`src/logic/mem_read_test_pkg.sv`:
```
/*
 * Shared widths, register indices, enums and packed structs
 * for the host memory read test engine
 */

package mem_read_test_pkg;

    // ========================================================================
    // Sizes and register map
    // ========================================================================

    // Line address width on the host interface
    localparam int LINE_ADDR_BITS = 42;

    // Allocated buffer size as address bits, reported through read index 0
    localparam int N_MEM_REGION_BITS = 24;

    localparam int NUM_CSRS = 8;
    localparam int CSR_IDX_BITS = $clog2(NUM_CSRS);

    typedef logic [CSR_IDX_BITS-1:0] t_csr_idx;

    // Write indices
    localparam t_csr_idx CSR_RUN_CYCLES = 3'd0;
    localparam t_csr_idx CSR_RD_BASE = 3'd1;
    localparam t_csr_idx CSR_MEM_MASK = 3'd2;
    localparam t_csr_idx CSR_RUN_CFG = 3'd3;
    localparam t_csr_idx CSR_CREDITS = 3'd4;

    // Read indices, anything above CSR_RD_CYCLES reads as zero
    localparam t_csr_idx CSR_RD_REGION = 3'd0;
    localparam t_csr_idx CSR_RD_BASE_RB = 3'd1;
    localparam t_csr_idx CSR_RD_RSP_CNT = 3'd2;
    localparam t_csr_idx CSR_RD_STATE = 3'd3;
    localparam t_csr_idx CSR_RD_INFLIGHT_MAX = 3'd4;
    localparam t_csr_idx CSR_RD_CYCLES = 3'd5;

    // ========================================================================
    // Scalar types
    // ========================================================================

    typedef logic [LINE_ADDR_BITS-1:0] t_line_addr;
    typedef logic [15:0] t_stride;
    typedef logic [31:0] t_counter;
    typedef logic [10:0] t_req_cnt;
    typedef logic [63:0] t_total;
    typedef logic [15:0] t_mdata;

    // Encoded value is the number of lines minus one
    typedef enum logic [1:0]
    {
        CL_LEN_1 = 2'd0,
        CL_LEN_2 = 2'd1,
        CL_LEN_4 = 2'd3
    } t_cl_len;

    typedef enum logic
    {
        RD_LINE_I = 1'b0,
        RD_LINE_S = 1'b1
    } t_rd_mode;

    typedef enum logic [1:0]
    {
        RUN_IDLE = 2'd0,
        RUN_ACTIVE = 2'd1,
        RUN_DRAIN = 2'd2
    } t_run_state;

    // ========================================================================
    // Records
    // ========================================================================

    typedef struct packed
    {
        logic en;
        t_csr_idx idx;
        logic [63:0] data;
    } t_csr_wr;

    typedef struct packed
    {
        t_line_addr rd_base;
        t_line_addr mem_mask;
        t_stride stride;
        t_cl_len cl_len;
        t_rd_mode rd_mode;
        logic enable_reads;
        t_req_cnt credits;
    } t_run_cfg;

    typedef struct packed
    {
        logic valid;
        t_line_addr addr;
        t_mdata mdata;
        t_cl_len cl_len;
        t_rd_mode rd_mode;
    } t_rd_req;

    // One pulse per returned line, eop on the last line of a request
    typedef struct packed
    {
        logic valid;
        t_mdata mdata;
        logic eop;
    } t_rd_rsp;

    typedef struct packed
    {
        t_counter cycles_executed;
        t_counter rsp_lines;
        t_req_cnt inflight_max;
        t_total inflight_total;
    } t_run_status;

endpackage

```
`src/logic/run_control.sv`:
```
/*
 * Idle, run and drain FSM with the run length countdown
 * and the executed cycle counter
 */

`timescale 1ns/100ps

module run_control
    import mem_read_test_pkg::*;
(
    input  logic clk,
    input  logic reset,
    input  logic start,
    input  t_counter run_cycles,
    input  logic cfg_enable_reads,
    input  t_req_cnt inflight_now,
    input  logic req_valid,
    output t_run_state state,
    output logic reads_enabled,
    output logic busy,
    output logic run_done,
    output t_counter cycles_executed
);

    // Cycles left in the active phase
    t_counter remaining;

    // Nothing outstanding and nothing leaving on the request port
    logic drain_done;

    assign drain_done = (inflight_now == t_req_cnt'(0)) && !req_valid;
    assign busy = (state != RUN_IDLE);

    always_ff @(posedge clk)
    begin
        run_done <= 1'b0;

        case (state)
            RUN_IDLE:
            begin
                if (start)
                begin
                    state <= RUN_ACTIVE;
                    remaining <= run_cycles;
                    reads_enabled <= cfg_enable_reads;
                    cycles_executed <= t_counter'(0);
                end
            end

            RUN_ACTIVE:
            begin
                cycles_executed <= cycles_executed + t_counter'(1);

                // Countdown expired, stop issuing and wait for responses
                if (remaining == t_counter'(0))
                begin
                    state <= RUN_DRAIN;
                    reads_enabled <= 1'b0;
                end
                else
                begin
                    remaining <= remaining - t_counter'(1);
                end
            end

            RUN_DRAIN:
            begin
                cycles_executed <= cycles_executed + t_counter'(1);

                if (drain_done)
                begin
                    state <= RUN_IDLE;
                    run_done <= 1'b1;
                end
            end

            default:
            begin
                state <= RUN_IDLE;
            end
        endcase

        if (reset)
        begin
            state <= RUN_IDLE;
            reads_enabled <= 1'b0;
            run_done <= 1'b0;
            remaining <= t_counter'(0);
            cycles_executed <= t_counter'(0);
        end
    end

    // Done only after the issue enable was dropped and the FSM is back in idle
    assert property (@(posedge clk) disable iff (reset)
        run_done |-> (!reads_enabled && (state == RUN_IDLE)));

endmodule

```
`config.mk`:
```
export PLATFORM = sky130hd
export DESIGN_NAME = run_control
export DESIGN_NICKNAME = d
export VERILOG_FILES = /design/src/logic/mem_read_test_pkg.sv /design/src/logic/run_control.sv
export SDC_FILE = /design/constraint.sdc
export NUM_CORES = 1
export LEC_CHECK = 0
export ABC_CLOCK_PERIOD_IN_PS = 6800
export BUFFER_PORTS_ARGS = -buffer_cell sky130_fd_sc_hd__buf_2
export CORE_MARGIN = 3
export CORE_UTILIZATION = 55
export CTS_CLUSTER_DIAMETER = 40
export DETAILED_ROUTE_END_ITERATION = 10
export PLACE_DENSITY = 0.87
export SLEW_MARGIN = 10
export SYNTH_ARGS = -nofsm -noshare
export SYNTH_HDL_FRONTEND = slang
export SYNTH_SLANG_ARGS = --single-unit
```
`constraint.sdc`:
```
create_clock -name clk -period 6.8 [get_ports clk]
set_clock_uncertainty 0.1 [all_clocks]
set_input_delay 1.36 -clock clk [delete_from_list [all_inputs] [get_ports clk]]
set_output_delay 1.36 -clock clk [all_outputs]
set_load 0.1 [all_outputs]
```
==> impl_metrics.toml <==
[run_status]
outcome = "completed"

[sta]
max_freq_ghz = 0.303
finalHoldViolCount = 0
setup_ws_ns = 3.50
max_slew.worst_pin.slew_ns = 1.15
maxSlewHeadroom_pct = 23.4
fin_tns_setup_ns = 0
post-route-period-util_pct = 48.5
setup_violations = 0
rsz0062_at_grt = "false"
drv_slew = 0
fin_crit_ns = 3.30

[logic_synthesis]
synth_top_family_by_area = "simple AND/OR/NAND/NOR gates"
ys.flop_type = "dfxtp_1"
synth_fa_ha_area_share_pct = 1.89
avgSynthCellArea_sq_um = 7.95
yosys_warnings = 0
synth_area_leaders = "dfxtp_1, xnor2_1, nor2_1, nor4_1, nand2_1"
ys_ff_latch = 68
synthArstFlopShare_pct = 0
synth_compound_area_share_pct = 16.9
yosys.area.top_type = "dfxtp_1"
yosysMostFrequentCell = "dfxtp_1"
synth_edf_count = 0
synth-xor-area-share_pct = 5.29
synth_nets = 554
synth_simple_gate_area_share_pct = 34.1
synthCells = 500
synth_top_area_share_pct = 34.2
ys_types = 54
yosysSeqAreaShare_pct = 34.2
muxShareOfSynthArea_pct = 2.58
synth_area_sq_mm = 0.00398
synth_common_cells = "dfxtp_1, nor2_1, nand2_1, nor4_1, xnor2_1"

[pwr]
switching_share_pct = 48.9
seq_power_share_pct = 30.2
p_int_mw = 0.947
vdd_drop_max_v = 0.000239
p_leak_nw = 1.69
pwr-share-comb_pct = 51.3
p_switching_mw = 0.908
cellPowerDensity_mw_per_mm2 = 402
clockPowerShare_pct = 18.5

[flow_run]
cap_viol_max_count = 0

[worst_setup_path]
startpoint = "remaining[0]"
critical_path_arrival_ns = 3.45
worstSetupPathType = "reg2reg"
worstPathMaxFanout = 15
critical_path.startpoint_type = "flip-flop"
cp_slowest_stage_delay_ns = 0.75
r2r_start = "remaining[0]"
crit_required_ns = 6.95
path_cells = "inv_1, ha_1, nor3b_1, nand4_1, nor3_2, buf_4, o31ai_1, a32o_1"
critPathCaptureType = "flip-flop"
slowest_stage = "nor3_2"

[global_routing]
grt_pass1_vias = 3978
grt_remaining_overflow = 0
grt_first_pass_wirelength_mm = 19.3
grt_max_degree = 39
grt.total_usage_pct = 28.1
antenna_found_initial = 0

[final_layout]
final_nets = 624
regArea_sq_mm = 0.00136
drive_gt1_share_pct = 21.7
fillers = 631
multi_input_area_sq_mm = 0.00242
syn2layout_area_growth_pct = 16.0
antennaDiodeCount = 0

[floorplan]
dieHeight_um = 91.0
row_count = 30
die_area_sq_mm = 0.00828
fp.dieW_um = 91.0
start_util_pct = 57.6
core-area_sq_mm = 0.00691
ios = 85

[clock_tree]
cts_buffers = 9
cts_tree = "built"
clkTransAtPathRegs_ns = 0.08
cts.sink_count = 68
cts_resized = 0
cts-hold-fix-buffers = 0
clk_latency_ns = 0.35
cts_setup_buffers = 0
cts_buffer_depth = 2
cts_max_level = 3
cts-root-buf = "clkbuf_8"

[hold_path]
hp-class = "reg2reg"
hp-start = "reads_enabled"

[routing]
wl_per_cell_um = 17.4
via_count = 4307
drt_iter0_drc = 508
wl_mm = 11.6
drcViolationCount = 0
first_pass_iters = 5
postRouteAntennaNets = 0
vias_per_cell = 6.42

[place]
dp_slack_ns = 3.29
gp_congestion = 0.930
dp_hpwl_mm = 8.00
io_buffers = 84
[through the flow]
step                      instance area, sq um  hold WS, ns  power [mW]  std cells  util (%)
after global routing                      4610        0.446        1.96        671      66.8
after floorplan                           3980        0.351        1.25        500         -
final                                     4610        0.385        1.85        671      66.8
after global placement                    4410        0.361        1.47        655      63.9
after CTS                                 4610        0.388        1.83        671      66.8
after detailed placement                  4410        0.368        1.49        655      63.9
[critical path: cells and delay by family (launching register included)]
family / cells / cell delay, ns
AND/OR/NAND/NOR: 3 / 1.82
buffers and inverters: 2 / 0.41
flip-flops: 1 / 0.35
AO/OA/AOI/OAI: 2 / 0.32
adder cells (fa/ha/maj): 1 / 0.20
[cell usage in the layout, fill, tap and decap left out, types with 6 or more instances in the layout]
| master | instances |
|---|---|
| buf_2 | 84 |
| inv_1 | 15 |
| nor2_1 | 52 |
| a31oi_1 | 17 |
| nand2_1 | 37 |
| nand3_1 | 19 |
| a22oi_1 | 6 |
| ha_1 | 6 |
| or3_1 | 16 |
| a21oi_1 | 22 |
| dfxtp_1 | 68 |
| xnor2_1 | 23 |
| clkbuf_8 | 9 |
| nand4_1 | 21 |
| o21ai_0 | 14 |
| or4_1 | 14 |
| mux2i_1 | 7 |
| nor3_1 | 20 |
| nor4_1 | 30 |
[layout make-up]
type / count / area share, %
multi-input combinational: 388 / 52.6
sequential: 68 / 29.5
timing repair buffer: 88 / 9.77
clock buffer: 9 / 2.69
tap: 96 / 2.60
clock inverter: 7 / 1.63
inverter: 15 / 1.22
[routing by layer]
| layer | global-route usage, % | wire length [um] | share of wire (%) | up-vias |
|---|---|---|---|---|
| met4 | 7.79 | 165 | 1.4 | 0 |
| met1 | 38.6 | 5080 | 44 | 2015 |
| li1 | - | - | - | 2047 |
| met3 | 6.38 | 1080 | 9.3 | 19 |
| met5 | 0 | 0 | 0 | - |
| met2 | 44.1 | 5320 | 46 | 226 |
[flip-flops by register name (all words and copies together) (netlist names)]
signal	count
state	2
reads_enabled	1
cycles_executed	32
remaining	32
run_done	1
[path summary, 6_finish.rpt]
kind | endpoint | slack (ns) | cells past startpoint
setup / recovery | remaining[14] | 3.50 | 8
hold / removal | reads_enabled | 0.38 | 2
setup reg to reg | remaining[14] | 3.50 | 8
hold reg to reg | reads_enabled | 0.38 | 2
[power groups by stage]
stage          Sequential (mW)  Clock (mW)  Combinational [mW]
5_1_grt                  0.573       0.363                1.02
3_5_place_dp             0.565           0               0.920
3_3_place_gp             0.561           0               0.910
6_report                 0.560       0.343               0.952
2_1_floorplan            0.589           0               0.659
4_1_cts                  0.556       0.349               0.927
[kinds of logic (layout without fill, tap and decap cells)]
family	after synthesis	in the layout
AND/OR/NAND/NOR	248	248
AO/OA/AOI/OAI	100	100
flip-flops	68	68
buffers and inverters	44	119
XOR/XNOR	24	24
multiplexers	10	10
adder cells (fa/ha/maj)	6	6
No activity file was read; power rests on OpenSTA's default activity.
